$ cat config.mk
export PLATFORM = sky130hd
export DESIGN_NAME = mips_pipe_top
export DESIGN_NICKNAME = d
export VERILOG_FILES = /design/src/mips_isa_pkg.sv /design/src/pipe_ctrl_pkg.sv /design/src/decode_stage.sv /design/src/id_ex_register.sv /design/src/execute_stage.sv /design/src/result_stage.sv /design/src/mips_pipe_top.sv
export SDC_FILE = /design/constraint.sdc
export NUM_CORES = 2
export LEC_CHECK = 0
export BUFFER_PORTS_ARGS = -buffer_cell sky130_fd_sc_hd__buf_2
export CORE_MARGIN = 2
export CORE_UTILIZATION = 30
export CTS_CLUSTER_SIZE = 20
export DETAILED_ROUTE_END_ITERATION = 10
export SLEW_MARGIN = 20
export SYNTH_ARGS = -nofsm -noshare
export SYNTH_HDL_FRONTEND = slang
export SYNTH_SLANG_ARGS = --single-unit
$ cat constraint.sdc
create_clock -name Clk -period 14.9 [get_ports Clk]
set_input_delay 1.49 -clock Clk [delete_from_list [all_inputs] [get_ports Clk]]
set_output_delay 1.49 -clock Clk [all_outputs]
set_load 0.05 [all_outputs]
$ cat src/mips_isa_pkg.sv
package mips_isa_pkg;

    localparam int INSTR_W = 32;

    ////////////////////////////////////////////////////////////
    // Primary opcodes
    ////////////////////////////////////////////////////////////
    localparam logic [5:0] OP_RTYPE = 6'h00;
    localparam logic [5:0] OP_ADDI  = 6'h08;
    localparam logic [5:0] OP_SLTI  = 6'h0a;
    localparam logic [5:0] OP_ANDI  = 6'h0c;
    localparam logic [5:0] OP_ORI   = 6'h0d;
    localparam logic [5:0] OP_LW    = 6'h23;
    localparam logic [5:0] OP_SW    = 6'h2b;

    // Function codes, R-type only
    localparam logic [5:0] FN_SLL = 6'h00;
    localparam logic [5:0] FN_SRL = 6'h02;
    localparam logic [5:0] FN_ADD = 6'h20;
    localparam logic [5:0] FN_SUB = 6'h22;
    localparam logic [5:0] FN_AND = 6'h24;
    localparam logic [5:0] FN_OR  = 6'h25;
    localparam logic [5:0] FN_SLT = 6'h2a;

    ////////////////////////////////////////////////////////////
    // Field positions
    ////////////////////////////////////////////////////////////
    localparam int OP_MSB    = 31, OP_LSB    = 26;
    localparam int RS_MSB    = 25, RS_LSB    = 21;
    localparam int RT_MSB    = 20, RT_LSB    = 16;
    localparam int RD_MSB    = 15, RD_LSB    = 11;
    localparam int SHAMT_MSB = 10, SHAMT_LSB = 6;
    localparam int FN_MSB    = 5,  FN_LSB    = 0;
    localparam int IMM_MSB   = 15, IMM_LSB   = 0;

endpackage

$ cat src/pipe_ctrl_pkg.sv
package pipe_ctrl_pkg;

    ////////////////////////////////////////////////////////////
    // Datapath and storage sizes
    ////////////////////////////////////////////////////////////
    localparam int DATA_W      = 32;
    localparam int REG_ADDR_W  = 5;
    localparam int NUM_REGS    = 2 ** REG_ADDR_W;
    localparam int DMEM_WORDS  = 64;
    localparam int DMEM_ADDR_W = 6;

    // ALU operations seen by the execute stage
    typedef enum logic [3:0] {
        ALU_ADD = 4'd0,
        ALU_SUB = 4'd1,
        ALU_AND = 4'd2,
        ALU_OR  = 4'd3,
        ALU_SLT = 4'd4,
        ALU_SLL = 4'd5,
        ALU_SRL = 4'd6
    } alu_op_t;

endpackage

$ cat src/decode_stage.sv
`timescale 1ns/1ps

module decode_stage (
    input  logic                                 Clk,
    input  logic                                 reset,
    input  logic [mips_isa_pkg::INSTR_W-1:0]     instr,
    input  logic                                 instr_valid,
    input  logic                                 ex_fwd_we,
    input  logic [pipe_ctrl_pkg::REG_ADDR_W-1:0] ex_fwd_reg,
    input  logic [pipe_ctrl_pkg::DATA_W-1:0]     ex_fwd_data,
    input  logic                                 wb_we,
    input  logic [pipe_ctrl_pkg::REG_ADDR_W-1:0] wb_reg,
    input  logic [pipe_ctrl_pkg::DATA_W-1:0]     wb_data,
    output logic [pipe_ctrl_pkg::DATA_W-1:0]     read_data1,
    output logic [pipe_ctrl_pkg::DATA_W-1:0]     read_data2,
    output logic [pipe_ctrl_pkg::DATA_W-1:0]     imm_ext,
    output logic [4:0]                           shamt,
    output logic [pipe_ctrl_pkg::REG_ADDR_W-1:0] dest_reg,
    output pipe_ctrl_pkg::alu_op_t               alu_op,
    output logic                                 alu_src,
    output logic                                 mem_read,
    output logic                                 mem_write,
    output logic                                 mem_to_reg,
    output logic                                 reg_write,
    output logic                                 valid
);
    import mips_isa_pkg::*;
    import pipe_ctrl_pkg::*;

    logic [5:0]            opcode;
    logic [5:0]            funct;
    logic [REG_ADDR_W-1:0] rs;
    logic [REG_ADDR_W-1:0] rt;
    logic [REG_ADDR_W-1:0] rd;
    logic [15:0]           imm;
    logic                  zero_ext;
    logic                  use_rd;
    logic [DATA_W-1:0]     reg_file [NUM_REGS];

    assign opcode = instr[OP_MSB:OP_LSB];
    assign funct  = instr[FN_MSB:FN_LSB];
    assign rs     = instr[RS_MSB:RS_LSB];
    assign rt     = instr[RT_MSB:RT_LSB];
    assign rd     = instr[RD_MSB:RD_LSB];
    assign shamt  = instr[SHAMT_MSB:SHAMT_LSB];
    assign imm    = instr[IMM_MSB:IMM_LSB];
    assign valid  = instr_valid;

    ////////////////////////////////////////////////////////////
    // Control decode
    ////////////////////////////////////////////////////////////
    always_comb begin
        alu_op     = ALU_ADD;
        alu_src    = 1'b0;
        mem_read   = 1'b0;
        mem_write  = 1'b0;
        mem_to_reg = 1'b0;
        reg_write  = 1'b0;
        zero_ext   = 1'b0;
        use_rd     = 1'b0;
        case (opcode)
            OP_RTYPE: begin
                use_rd    = 1'b1;
                reg_write = 1'b1;
                case (funct)
                    FN_ADD:  alu_op = ALU_ADD;
                    FN_SUB:  alu_op = ALU_SUB;
                    FN_AND:  alu_op = ALU_AND;
                    FN_OR:   alu_op = ALU_OR;
                    FN_SLT:  alu_op = ALU_SLT;
                    FN_SLL:  alu_op = ALU_SLL;
                    FN_SRL:  alu_op = ALU_SRL;
                    // Unknown function code does nothing
                    default: reg_write = 1'b0;
                endcase
            end
            OP_ADDI: begin
                alu_src   = 1'b1;
                reg_write = 1'b1;
            end
            OP_SLTI: begin
                alu_op    = ALU_SLT;
                alu_src   = 1'b1;
                reg_write = 1'b1;
            end
            OP_ANDI: begin
                alu_op    = ALU_AND;
                alu_src   = 1'b1;
                reg_write = 1'b1;
                zero_ext  = 1'b1;
            end
            OP_ORI: begin
                alu_op    = ALU_OR;
                alu_src   = 1'b1;
                reg_write = 1'b1;
                zero_ext  = 1'b1;
            end
            OP_LW: begin
                alu_src    = 1'b1;
                mem_read   = 1'b1;
                mem_to_reg = 1'b1;
                reg_write  = 1'b1;
            end
            OP_SW: begin
                alu_src   = 1'b1;
                mem_write = 1'b1;
            end
            default: ;
        endcase
    end

    assign imm_ext  = zero_ext ? {{(DATA_W-16){1'b0}}, imm} : {{(DATA_W-16){imm[15]}}, imm};
    assign dest_reg = use_rd ? rd : rt;

    ////////////////////////////////////////////////////////////
    // Register file and operand forwarding
    ////////////////////////////////////////////////////////////
    always_ff @(posedge Clk) begin
        if (reset) begin
            for (int i = 0; i < NUM_REGS; i++) begin
                reg_file[i] <= '0;
            end
        end else if (wb_we) begin
            reg_file[wb_reg] <= wb_data;
        end
    end

    // Execute wins over write-back, write-back over the file
    function automatic logic [DATA_W-1:0] pick_operand(input logic [REG_ADDR_W-1:0] addr);
        logic [DATA_W-1:0] value;
        if (addr == '0)
            value = '0;
        else if (ex_fwd_we && ex_fwd_reg == addr)
            value = ex_fwd_data;
        else if (wb_we && wb_reg == addr)
            value = wb_data;
        else
            value = reg_file[addr];
        return value;
    endfunction

    always_comb begin
        read_data1 = pick_operand(rs);
        read_data2 = pick_operand(rt);
    end

    // Result stage must drop r0 writes before they reach the file
    a_no_r0_write: assert property (@(posedge Clk) disable iff (reset)
        wb_we |-> wb_reg != '0)
        else $error("decode: write-back flagged for register 0");

endmodule

$ cat src/id_ex_register.sv
`timescale 1ns/1ps

module id_ex_register (
    input  logic                                 Clk,
    input  logic                                 reset,
    input  logic [pipe_ctrl_pkg::DATA_W-1:0]     read_data1,
    input  logic [pipe_ctrl_pkg::DATA_W-1:0]     read_data2,
    input  logic [pipe_ctrl_pkg::DATA_W-1:0]     imm_ext,
    input  logic [4:0]                           shamt,
    input  logic [pipe_ctrl_pkg::REG_ADDR_W-1:0] dest_reg,
    input  pipe_ctrl_pkg::alu_op_t               alu_op,
    input  logic                                 alu_src,
    input  logic                                 mem_read,
    input  logic                                 mem_write,
    input  logic                                 mem_to_reg,
    input  logic                                 reg_write,
    input  logic                                 valid,
    output logic [pipe_ctrl_pkg::DATA_W-1:0]     read_data1_q,
    output logic [pipe_ctrl_pkg::DATA_W-1:0]     read_data2_q,
    output logic [pipe_ctrl_pkg::DATA_W-1:0]     imm_ext_q,
    output logic [4:0]                           shamt_q,
    output logic [pipe_ctrl_pkg::REG_ADDR_W-1:0] dest_reg_q,
    output pipe_ctrl_pkg::alu_op_t               alu_op_q,
    output logic                                 alu_src_q,
    output logic                                 mem_read_q,
    output logic                                 mem_write_q,
    output logic                                 mem_to_reg_q,
    output logic                                 reg_write_q,
    output logic                                 valid_q
);
    import pipe_ctrl_pkg::*;

    logic alu_src_r;
    logic mem_read_r;
    logic mem_write_r;
    logic mem_to_reg_r;
    logic reg_write_r;

    always_ff @(posedge Clk) begin
        if (reset)
            valid_q <= 1'b0;
        else
            valid_q <= valid;
    end

    // Payload and raw control, qualified by valid_q below
    always_ff @(posedge Clk) begin
        read_data1_q <= read_data1;
        read_data2_q <= read_data2;
        imm_ext_q    <= imm_ext;
        shamt_q      <= shamt;
        dest_reg_q   <= dest_reg;
        alu_op_q     <= alu_op;
        alu_src_r    <= alu_src;
        mem_read_r   <= mem_read;
        mem_write_r  <= mem_write;
        mem_to_reg_r <= mem_to_reg;
        reg_write_r  <= reg_write;
    end

    assign alu_src_q    = alu_src_r & valid_q;
    assign mem_read_q   = mem_read_r & valid_q;
    assign mem_write_q  = mem_write_r & valid_q;
    assign mem_to_reg_q = mem_to_reg_r & valid_q;
    assign reg_write_q  = reg_write_r & valid_q;

    a_valid_after_reset: assert property (@(posedge Clk) reset |=> !valid_q)
        else $error("id_ex: valid set in the cycle after reset");

endmodule

$ cat src/execute_stage.sv
`timescale 1ns/1ps

module execute_stage (
    input  logic [pipe_ctrl_pkg::DATA_W-1:0]     read_data1,
    input  logic [pipe_ctrl_pkg::DATA_W-1:0]     read_data2,
    input  logic [pipe_ctrl_pkg::DATA_W-1:0]     imm_ext,
    input  logic [4:0]                           shamt,
    input  logic [pipe_ctrl_pkg::REG_ADDR_W-1:0] dest_reg,
    input  pipe_ctrl_pkg::alu_op_t               alu_op,
    input  logic                                 alu_src,
    input  logic                                 mem_read,
    input  logic                                 mem_write,
    input  logic                                 mem_to_reg,
    input  logic                                 reg_write,
    input  logic                                 valid,
    output logic [pipe_ctrl_pkg::DATA_W-1:0]     alu_result,
    output logic [pipe_ctrl_pkg::DATA_W-1:0]     store_data,
    output logic [pipe_ctrl_pkg::REG_ADDR_W-1:0] ex_dest_reg,
    output logic                                 ex_mem_read,
    output logic                                 ex_mem_write,
    output logic                                 ex_mem_to_reg,
    output logic                                 ex_reg_write,
    output logic                                 ex_valid,
    output logic                                 ex_fwd_we
);
    import pipe_ctrl_pkg::*;

    logic [DATA_W-1:0] op_a;
    logic [DATA_W-1:0] op_b;

    assign op_a = read_data1;
    assign op_b = alu_src ? imm_ext : read_data2;

    ////////////////////////////////////////////////////////////
    // ALU
    ////////////////////////////////////////////////////////////
    always_comb begin
        case (alu_op)
            ALU_ADD: alu_result = op_a + op_b;
            ALU_SUB: alu_result = op_a - op_b;
            ALU_AND: alu_result = op_a & op_b;
            ALU_OR:  alu_result = op_a | op_b;
            ALU_SLT: alu_result = {{(DATA_W-1){1'b0}}, $signed(op_a) < $signed(op_b)};
            // Shifts act on rt, which is op_b for R-type
            ALU_SLL: alu_result = op_b << shamt;
            ALU_SRL: alu_result = op_b >> shamt;
            default: alu_result = '0;
        endcase
    end

    assign store_data    = read_data2;
    assign ex_dest_reg   = dest_reg;
    assign ex_mem_read   = mem_read & valid;
    assign ex_mem_write  = mem_write & valid;
    assign ex_mem_to_reg = mem_to_reg & valid;
    assign ex_reg_write  = reg_write & valid;
    assign ex_valid      = valid;

    // Load data is not ready yet, so loads never forward from here
    assign ex_fwd_we = reg_write & valid & ~mem_read;

    always_comb begin
        if (valid) begin
            assert (alu_op inside {ALU_ADD, ALU_SUB, ALU_AND, ALU_OR,
                                   ALU_SLT, ALU_SLL, ALU_SRL})
                else $error("execute: undefined alu_op %0h", alu_op);
        end
    end

endmodule

$ cat src/result_stage.sv
`timescale 1ns/1ps

module result_stage (
    input  logic                                 Clk,
    input  logic                                 reset,
    input  logic [pipe_ctrl_pkg::DATA_W-1:0]     alu_result,
    input  logic [pipe_ctrl_pkg::DATA_W-1:0]     store_data,
    input  logic [pipe_ctrl_pkg::REG_ADDR_W-1:0] ex_dest_reg,
    input  logic                                 ex_mem_read,
    input  logic                                 ex_mem_write,
    input  logic                                 ex_mem_to_reg,
    input  logic                                 ex_reg_write,
    input  logic                                 ex_valid,
    output logic                                 wb_valid,
    output logic                                 wb_we,
    output logic [pipe_ctrl_pkg::REG_ADDR_W-1:0] wb_reg,
    output logic [pipe_ctrl_pkg::DATA_W-1:0]     wb_data
);
    import pipe_ctrl_pkg::*;

    logic [DATA_W-1:0]      result_r;
    logic                   mem_to_reg_r;
    logic [DATA_W-1:0]      dmem [DMEM_WORDS];
    logic [DMEM_ADDR_W-1:0] ex_word_addr;
    logic [DMEM_ADDR_W-1:0] wb_word_addr;

    assign ex_word_addr = alu_result[DMEM_ADDR_W+1:2];
    assign wb_word_addr = result_r[DMEM_ADDR_W+1:2];

    always_ff @(posedge Clk) begin
        if (reset) begin
            wb_valid <= 1'b0;
            wb_we    <= 1'b0;
        end else begin
            wb_valid <= ex_valid;
            // Writes to r0 are dropped here
            wb_we    <= ex_reg_write & ex_valid & (ex_dest_reg != '0);
        end
    end

    always_ff @(posedge Clk) begin
        result_r     <= alu_result;
        wb_reg       <= ex_dest_reg;
        mem_to_reg_r <= ex_mem_to_reg;
    end

    ////////////////////////////////////////////////////////////
    // Data memory
    ////////////////////////////////////////////////////////////
    always_ff @(posedge Clk) begin
        if (ex_mem_write && ex_valid)
            dmem[ex_word_addr] <= store_data;
    end

    // Load reads from the registered address
    assign wb_data = mem_to_reg_r ? dmem[wb_word_addr] : result_r;

    a_rd_wr_exclusive: assert property (@(posedge Clk) disable iff (reset)
        !(ex_mem_read && ex_mem_write))
        else $error("result: load and store flagged together");

endmodule

$ cat src/mips_pipe_top.sv
`timescale 1ns/1ps

module mips_pipe_top (
    input  logic                                 Clk,
    input  logic                                 reset,
    input  logic [mips_isa_pkg::INSTR_W-1:0]     instr,
    input  logic                                 instr_valid,
    output logic                                 wb_valid,
    output logic                                 wb_we,
    output logic [pipe_ctrl_pkg::REG_ADDR_W-1:0] wb_reg,
    output logic [pipe_ctrl_pkg::DATA_W-1:0]     wb_data
);
    import pipe_ctrl_pkg::*;

    // Decode outputs
    logic [DATA_W-1:0]     read_data1, read_data2, imm_ext;
    logic [4:0]            shamt;
    logic [REG_ADDR_W-1:0] dest_reg;
    alu_op_t               alu_op;
    logic                  alu_src, mem_read, mem_write, mem_to_reg, reg_write, valid;

    // Registered decode outputs
    logic [DATA_W-1:0]     read_data1_q, read_data2_q, imm_ext_q;
    logic [4:0]            shamt_q;
    logic [REG_ADDR_W-1:0] dest_reg_q;
    alu_op_t               alu_op_q;
    logic                  alu_src_q, mem_read_q, mem_write_q, mem_to_reg_q;
    logic                  reg_write_q, valid_q;

    // Execute outputs
    logic [DATA_W-1:0]     alu_result, store_data;
    logic [REG_ADDR_W-1:0] ex_dest_reg;
    logic                  ex_mem_read, ex_mem_write, ex_mem_to_reg, ex_reg_write;
    logic                  ex_valid, ex_fwd_we;

    decode_stage u_decode (
        .Clk, .reset, .instr, .instr_valid,
        .ex_fwd_we, .ex_fwd_reg(ex_dest_reg), .ex_fwd_data(alu_result),
        .wb_we, .wb_reg, .wb_data,
        .read_data1, .read_data2, .imm_ext, .shamt, .dest_reg,
        .alu_op, .alu_src, .mem_read, .mem_write, .mem_to_reg, .reg_write, .valid
    );

    id_ex_register u_id_ex (
        .Clk, .reset,
        .read_data1, .read_data2, .imm_ext, .shamt, .dest_reg,
        .alu_op, .alu_src, .mem_read, .mem_write, .mem_to_reg, .reg_write, .valid,
        .read_data1_q, .read_data2_q, .imm_ext_q, .shamt_q, .dest_reg_q,
        .alu_op_q, .alu_src_q, .mem_read_q, .mem_write_q, .mem_to_reg_q,
        .reg_write_q, .valid_q
    );

    execute_stage u_execute (
        .read_data1(read_data1_q), .read_data2(read_data2_q), .imm_ext(imm_ext_q),
        .shamt(shamt_q), .dest_reg(dest_reg_q), .alu_op(alu_op_q), .alu_src(alu_src_q),
        .mem_read(mem_read_q), .mem_write(mem_write_q), .mem_to_reg(mem_to_reg_q),
        .reg_write(reg_write_q), .valid(valid_q),
        .alu_result, .store_data, .ex_dest_reg, .ex_mem_read, .ex_mem_write,
        .ex_mem_to_reg, .ex_reg_write, .ex_valid, .ex_fwd_we
    );

    result_stage u_result (
        .Clk, .reset, .alu_result, .store_data, .ex_dest_reg,
        .ex_mem_read, .ex_mem_write, .ex_mem_to_reg, .ex_reg_write, .ex_valid,
        .wb_valid, .wb_we, .wb_reg, .wb_data
    );

endmodule

[Word level (Yosys, flattened, before mapping)]
Memory sizes are Yosys's and may differ from the RTL's. A register that Yosys moved wholly into a read port is not among the register bits.
Index checks and enable logic that the tools add are counted.
Storage, ports and cells
  flip-flop bits (word level): 140
  bits in writable memories: 3072
  bits of input ports: 35
  word-level logic and storage cells: 102
  memories kept: 2
Memories
  u_result.dmem: depth 64, width 32, read ports 1, clocked after Yosys merged registers in 1, wr ports 1, RTL line result_stage.sv:23  | logic [DATA_W-1:0] dmem [DMEM_WORDS];
  u_decode.reg_file: depth 32, width 32, read ports 2, clocked after Yosys merged registers in 0, wr ports 32, RTL line decode_stage.sv:38  | logic [DATA_W-1:0] reg_file [NUM_REGS];
Cells by class
  $add $sub $neg: 2
  magnitude comparators: 1
  equality and inequality tests: 22
  shift operators: 2
  muxes and demuxes: 27
  bitwise logic cells: 13
  reductions and logical operators: 16
Operator list (count)
  $mux 32: 7
  $pmux 32 s7: 1
  $eq 6x6->1 const B: 7
  $add 32x32->32: 1
  $and 32x32->32: 1
  $lt 32x32->1: 1
  $or 32x32->32: 1
  $reduce_or 32->1: 1
  $shl 32x5->32: 1
  $shr 32x5->32: 1
  $sub 32x32->32: 1
  $eq 6x4->1 const B: 4
  $eq 5x5->1: 4
  $pmux 3 s6: 1
  $pmux 4 s4: 1
  $mux 1: 14
  $eq 4x3->1 const B: 3
  $logic_not 6->1: 2
  $and 1x1->1: 10
  $logic_not 5->1: 2
  $mux 5: 2
  $eq 4x2->1 const B: 2
  $reduce_or 7->1: 1
  $eq 6x2->1 const B: 1
  other kinds (9): 13

[Depth between registers and ports, before layout]
  word-level depth: 5
  depth in mapped cells: 20
  gate-level depth less buffers: 15

[Modules after synthesis]
Synthesis repeated with hierarchy kept, for this count alone.
Unflattened totals
  cells, all modules: 8795
  area, all modules: 147301.3 um^2
By module, submodules not included
  result_stage: times used 1, cells an instance 3468, area an instance 79268.5 um^2, sequential area each 62299.8 um^2
  decode_stage: times used 1, cells an instance 3912, area an instance 56585.5 um^2, sequential area each 30749.5 um^2
  execute_stage: times used 1, cells an instance 1293, area an instance 9087.5 um^2, sequential area each 0.0 um^2
  id_ex_register: times used 1, cells an instance 122, area an instance 2359.8 um^2, sequential area each 2322.2 um^2

[Worst setup path after synthesis]
No wires, ideal clock.
  kind: flip-flop to flip-flop
  start: reg u_id_ex.read_data2_q[0] (netlist name)
  end: mem u_result.dmem[16][0] (enable)
  library setup time: 0.421 ns
  data arrival time: 5.322 ns
  setup slack: 9.157 ns
  stages on the path, launching flop included: 16
  buffers on the path: 2
  period minus slack after synthesis: 5.743 ns
  cell sequence: dfxtp_1 mux2i_1 inv_1 ha_1 inv_1 fa_1 nor2b_1 o21a_1 nor3_1 o21ai_0 a311oi_1 or4_4 buf_6 or4_4 buf_6 nor2_1
Between the ends
  longest elaborated chain between the ends: 3
  elaborated cells between the ends (all ways): 6
Ends and longest elaborated chain
  from (decl): RTL line id_ex_register.sv:19  | output logic [pipe_ctrl_pkg::DATA_W-1:0] read_data2_q,
  from (signal assigned): RTL line id_ex_register.sv:49  | read_data2_q <= read_data2;
  $mux 32 *: RTL line execute_stage.sv:32  | assign op_b = alu_src ? imm_ext : read_data2;
  $sub 32x32->32 (tied with other cells): RTL line execute_stage.sv:40  | ALU_SUB: alu_result = op_a - op_b;
  $pmux 32 s7 *: RTL line execute_stage.sv:38  | case (alu_op)
  via alu_result[4]: RTL line mips_pipe_top.sv:31  | logic [DATA_W-1:0] alu_result, store_data;
  to (decl): RTL line result_stage.sv:23
Mark *: on every way through the listed nets, which the timed path passes. The rest lies on a longest branch.

==> impl_metrics.ini <==
[finish]
regMostFlops = u_result.dmem
drive_gt1_share_pct = 29.5
largest_reg_flops = 2048
syn2layout_area_growth_pct = 13.7
fin_nets = 8244
final_cell_count_no_fill = 14800
finish.utilization_pct = 34.2
top_regs = u_result.dmem: 2048 flops, u_decode.reg_file: 1024 flops

[setup_path]
arrival_ps = 6870
path_common_cell = mux4_2
critPathKind = reg2out
worst-path-max-fanout = 123
required_ps = 13410
slowest_stage = dfxtp_4
max_stage_delay_ps = 1030
critPathCaptureType = output port
crit_family = buffers and inverters
crit_chain = buf_4 -> buf_12 -> mux4_2 -> mux4_2 -> nor2b_1 -> a211oi_1 -> a211oi_2 -> a21oi_4 -> inv_1 -> buf_2
reg2reg_slack_ps = 7680
start_kind = register
path_buf_inv = 4

[power_and_ir_drop]
p_per_area_nw_per_um2 = 156
p_leak_nw = 53.2
p_total_mw = 25.5
ir_drop_mv = 0.146

[synth]
synth_top_family_by_area = multiplexers
yosys.area_share.simple_pct = 5.01
ys_ff_latch = 3206
synth-compound-area-share_pct = 3.09
synth.distinct_cells = 87
yosysTopAreaCellShare_pct = 64.2
yosys_warnings = 0
synth.area.top_cells = edfxtp_1, mux4_2, nor2_1
avgSynthCellArea_um2 = 17.8
synth-xor-area-share_pct = 0.226
yosysTopAreaCell = edfxtp_1
syn-cell-area_um2 = 144000
post-synth-top-count-cell = edfxtp_1
yosysSeqAreaShare_pct = 66.1
async_flop_share_pct = 0
synth_flop_cell = edfxtp_1
synth_mux_area_share_pct = 22.4
synthCells = 8066
synth_common_cells = edfxtp_1, mux4_2, nor2_1
synth-edff-count = 3072
synthesis.nets = 8206
synthAdderAreaFrac_pct = 0.925

[timing]
skew_ps = 77.8
fmax_ghz = 0.120
max_slew_margin_pct = 20.1
drv_slew = 0
setup_viol = 0
hold_viol = 0
fin_tns_setup_ps = 0
rsz0062_at_grt = no
fin_crit_sh_pct = 56.1
fin_crit_ps = 8360
tightest_slew_ps = 1190

[place]
dpl.hpwl_um = 289000
io_buffers = 73
gp_congestion = 0.927
dpl.cell_count = 14200

[route]
drtIter0Drc = 12800
dr.pass1.iters = 6
ant_nets = 0
wire_per_inst_um = 32.9
drt-total-wl_um = 486000
drc = 0
route.vias.total = 83700
via_per_inst = 5.67

[global_route]
grt_use_total_pct = 19.6
grt.overflow.total = 0
grt_antenna_before_repair = 34
grt_pass1_vias = 84100
grt_pass1_wl_um = 673000
grt_start_max_net_pins = 148

[die]
core_um2 = 478000
die_x_um = 696
initial_utilization_pct = 30.1
die_area_um2 = 484000
row_count = 254
io_pins = 74
fp.dieH_um = 696

[clock_network]
clkTransAtPathRegs_ps = 70
ctsHoldBuffers = 0
cts_resized = 0
h-tree-depth = 5
clk_latency_ps = 920
cts_root_buf = clkbuf_16
post-cts-setup-buffer-count = 0
cts.sinks = 3206
cts_tree = yes
clock_path_buffers = 4
cts_buffers = 329

[min_path]
hold_path_class = reg2reg

[status]
status = finished, final reports clean

[run]
cap_viol_max_count = 0
-- power by group --
part           leakage (nW)  total [mW]  switching [mW]  internal [mW]
clock                  5.10        8.14            3.52           4.62
combinational          17.8        6.75            4.16           2.59
sequential             30.3        10.6           0.334           10.2
total                  53.2        25.5            8.01           17.4
-- cells by family (layout without fill, tap and decap cells) --
| logic type | count (synthesis) | in the layout |
|---|---|---|
| buffers and inverters | 806 | 1105 |
| multiplexers | 1525 | 1525 |
| other | 0 | 5 |
| XOR/XNOR | 37 | 37 |
| adder cells (fa/ha/maj) | 105 | 105 |
| AND/OR/NAND/NOR | 1733 | 1733 |
| AO/OA/AOI/OAI | 654 | 654 |
| flip-flops | 3206 | 3206 |
-- routing by layer --
layer  global-route usage, %  up-vias  wire length, um
met2                    31.4     5406           228000
met1                    25.3    44600           180000
met4                    9.57       14            27500
li1                        -    32600                -
met3                    4.28     1080            50600
met5                       0        -               95
-- per-stage QoR --
stage | hold WS [ps] | area [um^2] | setup WS (ps)
5_1_grt | 420 | 163000 | 6320
3_5_place_dp | 409 | 153000 | 7520
4_1_cts | 415 | 163000 | 6580
6_report | 425 | 163000 | 6540
2_1_floorplan | 385 | 144000 | 9160
3_3_place_gp | 422 | 153000 | 7660
-- worst paths after layout --
| path | startpoint | cells after the start | endpoint |
|---|---|---|---|
| worst max register to register | u_id_ex.alu_src_r$_DFF_P_ | 14 | u_result.dmem[45][5]$_DFFE_PP_ |
| worst min register to register | u_id_ex.dest_reg_q[0]$_DFF_P_ | 0 | u_result.wb_reg[0]$_DFF_P_ |
| worst min-delay path | u_id_ex.dest_reg_q[0]$_DFF_P_ | 0 | u_result.wb_reg[0]$_DFF_P_ |
| worst max-delay path | u_result.result_r[3]$_DFF_P_ | 10 | wb_data[28] |
-- worst reg2reg max path, stage by stage (launching register included) --
cell,delay (ps)
dfxtp_1,870
and2_4,590
mux2i_1,740
inv_1,180
fa_1,440
o21ba_2,240
nor2_1,80
o21a_1,150
o21ai_0,110
a311oi_1,590
or4_4,390
nor2b_1,230
nand4_1,830
nor2_4,680
buf_4,610
-- cell type report --
cell class                      count  area, um^2
Fill cell                       44800      314000
Sequential cell                  3206       95000
Multi-Input combinational cell   4054       46700
Clock buffer                      420        8880
Tap cell                         6400        8010
Timing Repair Buffer              363        2750
Clock inverter                    172        1530
Inverter                          150         563
Antenna cell                        5        12.5
-- layout by cell type, fill, tap and decap left out, drive strengths merged, types with 26 or more instances in the layout --
cell type	synthesis	final
a21o	26	26
mux4	1351	1351
o211ai	40	40
edfxtp	3072	3072
a31oi	38	38
dfxtp	134	134
a21oi	149	149
clkinv	2	132
nor2	1207	1207
buf	250	363
nand2	225	225
nor3	44	44
nor2b	26	26
o21ai	141	141
nand3	60	60
inv	148	155
o221a	31	31
mux2i	152	152
ha	103	103
clkbuf	406	420
a211oi	35	35
nand2b	62	62
Power figures use the tool's default switching activity.
